<file path="src/math_pkg.sv">
package math_pkg;

    // Signed Q16.16 fixed point, the format of all view-space and screen values.
    typedef logic signed [31:0] q16_16_t;

    // Full-width product of two Q16.16 values, Q32.32.
    typedef logic signed [63:0] q32_32_t;

    localparam int FRAC_BITS = 16;

    // One half in the fraction of a Q32.32 product that is shifted back by FRAC_BITS.
    // Adding it before the shift rounds to nearest.
    localparam q32_32_t ROUND_HALF = q32_32_t'(1) << (FRAC_BITS - 1);

endpackage

</file>
<file path="src/geometry_pkg.sv">
package geometry_pkg;

    typedef struct packed {
        math_pkg::q16_16_t x;
        math_pkg::q16_16_t y;
        math_pkg::q16_16_t z;
    } vec3_t;

    typedef struct packed {
        vec3_t       pos;
        logic [15:0] color;
    } vertex_t;

    // 3 x 112 bits, v0 in the upper bits of the packed word.
    typedef struct packed {
        vertex_t v0;
        vertex_t v1;
        vertex_t v2;
    } triangle_t;

    // One bit per view-volume plane, set when the vertex lies outside it.
    typedef logic [4:0] outcode_t;

    localparam int SCREEN_WIDTH  = 320;
    localparam int SCREEN_HEIGHT = 240;

    // View units that map onto half the screen height.
    localparam int VIEW_SCALE = 200;

    // Pixels per view unit in Q16.16, truncated (39321).
    localparam int SCALE_FACTOR = ((SCREEN_HEIGHT / 2) << math_pkg::FRAC_BITS) / VIEW_SCALE;

    // Horizontal half extent of the view volume keeps the screen aspect ratio.
    localparam math_pkg::q16_16_t X_LIMIT = math_pkg::q16_16_t'(
        (longint'(VIEW_SCALE) * (SCREEN_WIDTH / 2) << math_pkg::FRAC_BITS)
        / (SCREEN_HEIGHT / 2));
    localparam math_pkg::q16_16_t Y_LIMIT =
        math_pkg::q16_16_t'(longint'(VIEW_SCALE) << math_pkg::FRAC_BITS);
    localparam math_pkg::q16_16_t NEAR_Z =
        math_pkg::q16_16_t'(longint'(1) << math_pkg::FRAC_BITS);

    localparam int OC_LEFT   = 0;
    localparam int OC_RIGHT  = 1;
    localparam int OC_BOTTOM = 2;
    localparam int OC_TOP    = 3;
    localparam int OC_NEAR   = 4;

endpackage

</file>
<file path="src/screen_normalizer.sv">
`timescale 1ns/1ps

module screen_normalizer (
    input  logic                   clk,
    input  logic                   rst,

    input  geometry_pkg::triangle_t triangle,
    input  logic                   in_valid,
    output logic                   in_ready,

    output geometry_pkg::triangle_t out_triangle,
    output logic                   out_valid,
    input  logic                   out_ready,

    output logic                   busy
);

    // Scales a view-space coordinate to pixels and rounds to nearest.
    // The operand arrives already widened so that negating it cannot overflow.
    function automatic math_pkg::q16_16_t scale_round(input math_pkg::q32_32_t v);
        math_pkg::q32_32_t prod;
        prod = v * math_pkg::q32_32_t'(geometry_pkg::SCALE_FACTOR);
        return math_pkg::q16_16_t'((prod + math_pkg::ROUND_HALF) >>> math_pkg::FRAC_BITS);
    endfunction

    function automatic geometry_pkg::vertex_t norm_vertex(input geometry_pkg::vertex_t vin);
        geometry_pkg::vertex_t vout;
        vout = vin;
        vout.pos.x = scale_round(math_pkg::q32_32_t'(vin.pos.x))
                   + math_pkg::q16_16_t'((geometry_pkg::SCREEN_WIDTH / 2)
                                         << math_pkg::FRAC_BITS);
        // Screen y grows downward, so view y is mirrored.
        vout.pos.y = scale_round(-math_pkg::q32_32_t'(vin.pos.y))
                   + math_pkg::q16_16_t'((geometry_pkg::SCREEN_HEIGHT / 2)
                                         << math_pkg::FRAC_BITS);
        return vout;
    endfunction

    geometry_pkg::triangle_t triangle_q;
    logic                    valid_q;

    assign in_ready     = !valid_q || out_ready;
    assign out_valid    = valid_q;
    assign out_triangle = triangle_q;
    assign busy         = valid_q;

    always_ff @(posedge clk or posedge rst) begin
        if (rst) begin
            valid_q <= 1'b0;
        end else if (in_ready) begin
            valid_q <= in_valid;
        end
    end

    always_ff @(posedge clk) begin
        if (in_valid && in_ready) begin
            triangle_q.v0 <= norm_vertex(triangle.v0);
            triangle_q.v1 <= norm_vertex(triangle.v1);
            triangle_q.v2 <= norm_vertex(triangle.v2);
        end
    end

endmodule

</file>
<file path="src/clip_classifier.sv">
`timescale 1ns/1ps

module clip_classifier (
    input  logic                   clk,
    input  logic                   rst,

    input  geometry_pkg::triangle_t triangle,
    input  logic                   in_valid,
    output logic                   in_ready,

    output logic [14:0]            outcodes,
    output logic                   out_valid,
    input  logic                   out_ready,

    output logic                   busy
);

    // Compares one view-space vertex against the five planes of the view volume.
    // All compares are signed Q16.16.
    function automatic geometry_pkg::outcode_t classify(input geometry_pkg::vertex_t v);
        geometry_pkg::outcode_t oc;
        oc = '0;
        oc[geometry_pkg::OC_LEFT]   = v.pos.x < -geometry_pkg::X_LIMIT;
        oc[geometry_pkg::OC_RIGHT]  = v.pos.x >  geometry_pkg::X_LIMIT;
        oc[geometry_pkg::OC_BOTTOM] = v.pos.y < -geometry_pkg::Y_LIMIT;
        oc[geometry_pkg::OC_TOP]    = v.pos.y >  geometry_pkg::Y_LIMIT;
        oc[geometry_pkg::OC_NEAR]   = v.pos.z <  geometry_pkg::NEAR_Z;
        return oc;
    endfunction

    geometry_pkg::outcode_t oc0;
    geometry_pkg::outcode_t oc1;
    geometry_pkg::outcode_t oc2;
    logic [14:0]            outcodes_q;
    logic                   valid_q;

    assign oc0 = classify(triangle.v0);
    assign oc1 = classify(triangle.v1);
    assign oc2 = classify(triangle.v2);

    assign in_ready  = !valid_q || out_ready;
    assign out_valid = valid_q;
    assign outcodes  = outcodes_q;
    assign busy      = valid_q;

    always_ff @(posedge clk or posedge rst) begin
        if (rst) begin
            valid_q <= 1'b0;
        end else if (in_ready) begin
            valid_q <= in_valid;
        end
    end

    // Vertex 0 sits in the low five bits.
    always_ff @(posedge clk) begin
        if (in_valid && in_ready) begin
            outcodes_q <= {oc2, oc1, oc0};
        end
    end

endmodule

</file>
<file path="src/triangle_culler.sv">
`timescale 1ns/1ps

module triangle_culler (
    input  logic                   clk,
    input  logic                   rst,

    input  geometry_pkg::triangle_t norm_triangle,
    input  logic                   norm_valid,
    input  logic [14:0]            outcodes,
    input  logic                   code_valid,
    output logic                   in_ready,

    output geometry_pkg::triangle_t out_triangle,
    output logic                   out_clip,
    output logic                   out_valid,
    input  logic                   out_ready,

    output logic                   busy,
    output logic [15:0]            culled_count
);

    geometry_pkg::outcode_t oc0;
    geometry_pkg::outcode_t oc1;
    geometry_pkg::outcode_t oc2;
    logic                   consume;
    logic                   cull;
    logic                   clip;

    geometry_pkg::triangle_t triangle_q;
    logic                    clip_q;
    logic                    valid_q;
    logic [15:0]             culled_q;

    assign oc0 = outcodes[4:0];
    assign oc1 = outcodes[9:5];
    assign oc2 = outcodes[14:10];

    // A plane that all three vertices lie outside hides the whole triangle.
    assign cull = |(oc0 & oc1 & oc2);
    // Some vertex is outside, but the triangle may still reach the screen.
    assign clip = |(oc0 | oc1 | oc2);

    // The two stages run in lockstep, so both valids rise in the same cycle.
    assign in_ready = !valid_q || out_ready;
    assign consume  = norm_valid && code_valid && in_ready;

    assign out_triangle = triangle_q;
    assign out_clip     = clip_q;
    assign out_valid    = valid_q;
    assign busy         = valid_q;
    assign culled_count = culled_q;

    always_ff @(posedge clk or posedge rst) begin
        if (rst) begin
            valid_q  <= 1'b0;
            culled_q <= '0;
        end else begin
            if (in_ready) begin
                valid_q <= consume && !cull;
            end
            if (consume && cull) begin
                culled_q <= culled_q + 16'd1;
            end
        end
    end

    always_ff @(posedge clk) begin
        if (consume && !cull) begin
            triangle_q <= norm_triangle;
            clip_q     <= clip;
        end
    end

endmodule

</file>
<file path="src/screen_stage.sv">
`timescale 1ns/1ps

module screen_stage (
    input  logic                   clk,
    input  logic                   rst,

    input  geometry_pkg::triangle_t triangle,
    input  logic                   in_valid,
    output logic                   in_ready,

    output geometry_pkg::triangle_t out_triangle,
    output logic                   out_clip,
    output logic                   out_valid,
    input  logic                   out_ready,

    output logic                   busy,
    output logic [15:0]            culled_count
);

    logic                    norm_in_ready;
    logic                    code_in_ready;
    geometry_pkg::triangle_t norm_triangle;
    logic                    norm_valid;
    logic                    norm_busy;
    logic [14:0]             outcodes;
    logic                    code_valid;
    logic                    code_busy;
    logic                    join_ready;
    logic                    cull_busy;

    // Each branch takes the triangle only when the other branch takes it too.
    assign in_ready = norm_in_ready && code_in_ready;
    assign busy     = norm_busy || code_busy || cull_busy;

    screen_normalizer i_screen_normalizer (
        .clk          (clk),
        .rst          (rst),
        .triangle     (triangle),
        .in_valid     (in_valid && code_in_ready),
        .in_ready     (norm_in_ready),
        .out_triangle (norm_triangle),
        .out_valid    (norm_valid),
        .out_ready    (join_ready),
        .busy         (norm_busy)
    );

    clip_classifier i_clip_classifier (
        .clk       (clk),
        .rst       (rst),
        .triangle  (triangle),
        .in_valid  (in_valid && norm_in_ready),
        .in_ready  (code_in_ready),
        .outcodes  (outcodes),
        .out_valid (code_valid),
        .out_ready (join_ready),
        .busy      (code_busy)
    );

    triangle_culler i_triangle_culler (
        .clk           (clk),
        .rst           (rst),
        .norm_triangle (norm_triangle),
        .norm_valid    (norm_valid),
        .outcodes      (outcodes),
        .code_valid    (code_valid),
        .in_ready      (join_ready),
        .out_triangle  (out_triangle),
        .out_clip      (out_clip),
        .out_valid     (out_valid),
        .out_ready     (out_ready),
        .busy          (cull_busy),
        .culled_count  (culled_count)
    );

endmodule

</file>
<file path="config.mk">
export PLATFORM = sky130hd
export DESIGN_NAME = screen_stage
export DESIGN_NICKNAME = d
export VERILOG_FILES = /design/src/math_pkg.sv /design/src/geometry_pkg.sv /design/src/screen_normalizer.sv /design/src/clip_classifier.sv /design/src/triangle_culler.sv /design/src/screen_stage.sv
export SDC_FILE = /design/constraint.sdc
export NUM_CORES = 2
export LEC_CHECK = 0
export ABC_AREA = 1
export BUFFER_PORTS_ARGS = -buffer_cell sky130_fd_sc_hd__buf_4
export CORE_UTILIZATION = 60
export DETAILED_ROUTE_END_ITERATION = 16
export PLACE_DENSITY = 0.83
export SYNTH_ARGS = -nofsm -noshare
export SYNTH_HDL_FRONTEND = slang
export SYNTH_SLANG_ARGS = --single-unit
</file>
<file path="constraint.sdc">
create_clock -name clk -period 71.2 [get_ports clk]
set_input_delay 21.36 -clock clk [delete_from_list [all_inputs] [get_ports clk]]
set_output_delay 21.36 -clock clk [all_outputs]
set_load 0.1 [all_outputs]
</file>
Yosys cells after proc, flatten, opt, wreduce, memory -nomap -nowiden

Cells that the tools add are included.

Flip-flop bits (word level): 707
Latch bits: 0
Bits in writable memories: 0
ROM bits: 0
Output and inout bits: 356
Word-level logic and storage cells: 91
Memories kept: 0

$add $sub $neg: 16
$mul: 6
Divide/modulo/power cells: 0
$lt $le $gt $ge: 15
Eq/ne operators: 0
Shifts and indexed selects: 0
Multiplexer cells: 0
Bitwise operators: 4
Reduce and logical (&&, ||, !) cells: 20

Operators by type and width:

| operator                                                                | count |
|---|---|
| 48-bit by 17-bit adder with 48-bit output (second input constant)       | 6 |
| 64-bit by 17-bit multiplier with 48-bit output (second input constant)  | 3 |
| 32-bit negation with 64-bit output                                      | 3 |
| 32-bit by 17-bit multiplier with 48-bit output (second input constant)  | 3 |
| 32-bit by 24-bit adder with 32-bit output (second input constant)       | 3 |
| 32-bit by 25-bit adder with 32-bit output (second input constant)       | 3 |
| 32-bit by 25-bit > comparator with 1-bit output (second input constant) | 3 |
| 32-bit by 26-bit > comparator with 1-bit output (second input constant) | 3 |
| 32-bit by 18-bit < comparator with 1-bit output (second input constant) | 3 |
| 32-bit by 25-bit < comparator with 1-bit output (second input constant) | 3 |
| 32-bit by 26-bit < comparator with 1-bit output (second input constant) | 3 |
| 16-bit by 1-bit adder with 16-bit output (second input constant)        | 1 |
| 5-bit bitwise AND                                                       | 2 |
| 5-bit bitwise OR                                                        | 2 |
| 5-bit OR reduction                                                      | 2 |
| 1-bit logical AND                                                       | 9 |
| 1-bit logical OR                                                        | 5 |
| 1-bit zero test                                                         | 4 |

Logic depth before layout (Yosys ltp)

Depth after elaboration: 5
Depth in mapped cells: 41
Depth with buffers taken out: 41

Hierarchy

A second synthesis with hierarchy kept.

Cell total of the unflattened synthesis: 9,994
Area total of the unflattened synthesis: 89,288.1 um^2

Modules (own cells, without submodules):

| module            | instances | cells each | area an instance (um^2) | sequential area each (um^2) |
|---|---|---|---|---|
| screen_normalizer | 1         | 9,045      | 75,573.7                | 10,114.7 |
| triangle_culler   | 1         | 501        | 11,267.1                | 10,545.1 |
| clip_classifier   | 1         | 439        | 2,413.6                 | 475.5 |
| screen_stage      | 1         | 9          | 33.8                    | 0.0 |

Worst setup path after synthesis

OpenSTA, ideal clock, no wires.

Path type: input-to-reg
Start point: input port out_ready
End point: register i_screen_normalizer.triangle_q (netlist bit i_screen_normalizer.out_triangle[0]), enable pin
Library setup time: 1.449 ns
Arrival: 44.241 ns
Data required time: 69.751 ns
Path slack: 25.510 ns
Cell stages on the path: 4
Cells stage by stage: nor2_1 inv_1 nor2_1 nor3_1

Longest elaborated chain between the ends: 4
Elaborated cells on any way between the ends: 5
Those cells by class: reduce/logical: 5

Ends and longest elaborated chain:

| item                | RTL line                | text |
|---|---|---|
| start, declared     | screen_stage.sv:14      | `input logic out_ready,` |
| 1-bit logical OR *  | triangle_culler.sv:44   | `assign in_ready = !valid_q \|\| out_ready;` |
| 1-bit logical OR    | clip_classifier.sv:41   | `assign in_ready = !valid_q \|\| out_ready;` |
| 1-bit logical AND   | screen_stage.sv:39      | `.in_valid (in_valid && code_in_ready),` |
| 1-bit logical AND * | screen_normalizer.sv:56 | `if (in_valid && in_ready) begin` |
| end, declared       | screen_normalizer.sv:39 | `geometry_pkg::triangle_t triangle_q;` |

Mark *: on every way between the ends. The rest lies on a longest branch, timed or not.
A chain may end at the register's enable or synchronous reset.

Worst setup path in the final report

Start point: input port out_ready
End point: output port in_ready

Longest elaborated chain between the ends: 3
Elaborated cells on any way between the ends: 4
Those cells by class: reduce/logical: 4

Ends and longest elaborated chain:

| item                                       | RTL line                                       | text |
|---|---|---|
| 1-bit logical OR *                         | triangle_culler.sv:44                          |  |
| 1-bit logical OR, on equally long branches | screen_normalizer.sv:42, clip_classifier.sv:41 |  |
| 1-bit logical AND *                        | screen_stage.sv:32                             | `assign in_ready = norm_in_ready && code_in_ready;` |
| end, declared                              | screen_stage.sv:9                              | `output logic in_ready,` |

Marked as above.

==> implementation parameters <==
Parameter                              Value

Status
  Run status    finished, violations left
  Violations in the final reports    capacitance limit, slew limit

Worst setup path
  Crit Path Class    in2out
  Crit end category    output port
  CP arrival    22.35 ns
  Total buffers and inverters traversed by the critical path    3
  Cell with the largest stage delay on the worst path    nor2_1
  Slowest cell delay on critical path    0.28 ns
  Delay-heaviest family, CP    simple AND/OR/NAND/NOR gates
  Startpoint class of the critical path    input port
  WP data required    49.84 ns
  Cell type with the highest occurrence count on the critical path    nor2_1
  Cell breakdown of the critical path    buf_4 -> nor2_1 -> inv_1 -> nor2_1 -> nor2_1 -> buf_4
  Maximum fanout encountered on the critical timing path    5

Synthesis
  Synth Net Count    12.6k
  Number of flops mapped to enable cells by yosys    688
  Most numerous cell in the Yosys netlist    inv_1
  Synthesized area divided by synthesized cell count    9.09 um^2
  Post-Syn Instances    9,876
  Most instantiated cells after synthesis    2,828 x inv_1, 1,530 x nand2_1, 1,240 x ha_1, 1,159 x fa_1, 704 x nor2_1
  Post-synthesis cell type with the largest combined area    fa_1
  Cell types occupying the most area after synthesis    fa_1 26%, edfxtp_1 23%, ha_1 17%
  Distinct cells, synth    62
  Sequential fraction of the synthesis area    23.5%
  Fraction of synthesis flops using an asynchronous set or reset pin    2.69%
  Main synth FF type    edfxtp_1
  Top-area cell type share of the netlist area    25.8%
  Mapped Area    89,800 um^2
  Warnings, synthesis    0
  Flip-flop and latch count after synthesis    707

Routing
  Detail Route Antenna Nets    0
  DRT iter0 DRCs    5,269
  Detailed-route wire length    278,000 um
  Max Used Layer    met5
  Detailed route wirelength on metal3    21,300 um
  Wirelength per Cell    21.9 um
  M1 WL    106,000 um
  Detail Route met2 WL    133,000 um
  Ratio of routed vias to standard cells    5.40
  Vias post-DR    68.4k
  DRC viols    0
  First-pass iteration count of the detailed router    9

STA
  Clock period minus worst slack    43.71 ns
  Final Slew Violations    2
  Worst-case clock skew    0.0464 ns
  Share of the clock period used by the worst path    61.4%
  RSZ-0062 raised after global routing    false
  Setup TNS    0 ns
  Min setup slack post-route    27.49 ns
  Hold Vio Cnt, Final    0
  Max-slew headroom at the worst pin    -0.808%
  Final Setup Violations    0
  Measured slew at the worst slew-check pin    1.50 ns
  Upper clock frequency limit    0.0229 GHz

Clock tree
  Clock tree root driver cell    clkbuf_16
  Post-cts resize count    0
  Clock tree from TritonCTS    built
  CTS sink count    707
  Number of H-tree levels    3
  Clk buf depth    3
  TritonCTS Buffers    76
  Clock input transition at the sequential cells of the worst setup and hold paths    0.06 ns
  Clock insertion delay at the later pin of the skew report    0.74 ns
  Hold buffers post-CTS    0
  Number of buffers inserted by post-CTS setup repair    0

Global route
  Vias in the first global route    71.5k
  Pin count of the biggest net entering global routing    166
  Total routing usage reported by global routing    36.9%
  Grt total ovfl    0
  Initial antenna violation count    43
  First-pass GRT wire length    418,000 um

Layout
  Proportion of layout cells with a drive suffix above 1    8.51%
  Area Overhead vs Synth    11.7%
  Post-route insts no fill    12.7k
  Nets    13.4k

Placement
  GP Congestion    0.996
  Number of port buffers    695
  Placed wire-length estimate    240,000 um
  Post-place setup slack    27.52 ns
  Placed insts    12.5k

Die
  Die Footprint    151,000 um^2
  Chip Height    389 um
  Top-Level Pins    696
  Starting density of the core    60.6%
  Row cnt    141
  Core ar.    148,000 um^2
  Horizontal die dimension    389 um

Worst hold path
  Worst hold-check path type    reg2reg

Job
  Max-cap violations    1
cells by family after synthesis:
family | after synthesis | synth area share [%]
flip-flops | 707 | 23.5
AND/OR/NAND/NOR | 2789 | 13.0
AO/OA/AOI/OAI | 761 | 4.75
adder cells (fa/ha/maj) | 2399 | 43.1
buffers and inverters | 2843 | 11.9
XOR/XNOR | 376 | 3.72
multiplexers | 1 | 0.0125
placed cells by master (no fill, tap or decap), types with 49 or more instances in the layout:
master	Yosys	routed
inv_1	2828	2828
nand2_1	1530	1530
ha_1	1240	1240
fa_1	1159	1159
buf_4	0	707
nor2_1	704	703
edfxtp_1	688	688
a21oi_1	397	397
nand3_1	267	267
xor2_1	233	233
o21ai_0	183	183
xnor2_1	139	139
nand4_1	122	122
clkbuf_16	0	76
o21bai_1	61	61
nor3_1	52	49
cell type report:
| class | instances | area, um^2 |
|---|---|---|
| multi-input cells | 6326 | 58000 |
| well taps | 1930 | 2410 |
| inverters | 2834 | 10600 |
| clock inverters | 49 | 693 |
| repair buffers | 709 | 5350 |
| fillers | 12000 | 47900 |
| diodes | 28 | 70.1 |
| flip-flops and latches | 707 | 21100 |
| clock buffers | 86 | 1960 |
path summary, 6_finish.rpt:
check,from,to,slack (ns),depth (start not counted)
worst max-delay path,out_ready,in_ready,27.49,6
worst min register to register,i_screen_normalizer.out_triangle[130],i_triangle_culler.out_triangle[130],0.39,0
worst max register to register,i_clip_classifier.outcodes[10],i_triangle_culler.out_triangle[169],65.55,9
min in group asynchronous,rst,i_triangle_culler.culled_count[14],20.78,2
max in group asynchronous,rst,i_screen_normalizer.busy,49.94,2
worst min-delay path,i_screen_normalizer.out_triangle[130],i_triangle_culler.out_triangle[130],0.39,0
stage by stage:
stage          util [%]  instance area [um^2]  hold WS [ns]
2_1_floorplan         -                 89800         0.400
3_3_place_gp       65.8                 97500         0.400
3_5_place_dp       65.8                 97500         0.405
4_1_cts            67.6                100000         0.381
5_1_grt            67.6                100000         0.386
6_report           67.7                100000         0.395
flip-flops by register name, indices dropped and copies added (netlist names):
signal and flops:
i_triangle_culler.out_triangle 336, i_screen_normalizer.out_triangle 336, i_triangle_culler.busy 1, i_triangle_culler.out_clip 1
i_triangle_culler.culled_count 16, i_screen_normalizer.busy 1, i_clip_classifier.busy 1, i_clip_classifier.outcodes 15
routing by layer:
| metal | vias up | global-route usage, % |
|---|---|---|
| met2 | 2630 | 62.1 |
| met3 | 633 | 7.27 |
| met4 | 26 | 20.9 |
| li1 | 31900 | - |
| met5 | - | 0 |
| met1 | 33200 | 44.5 |
Power is left out: the tool's default activity adds up to more than one toggle a clock period on the data nets, which glitch-free logic cannot reach.
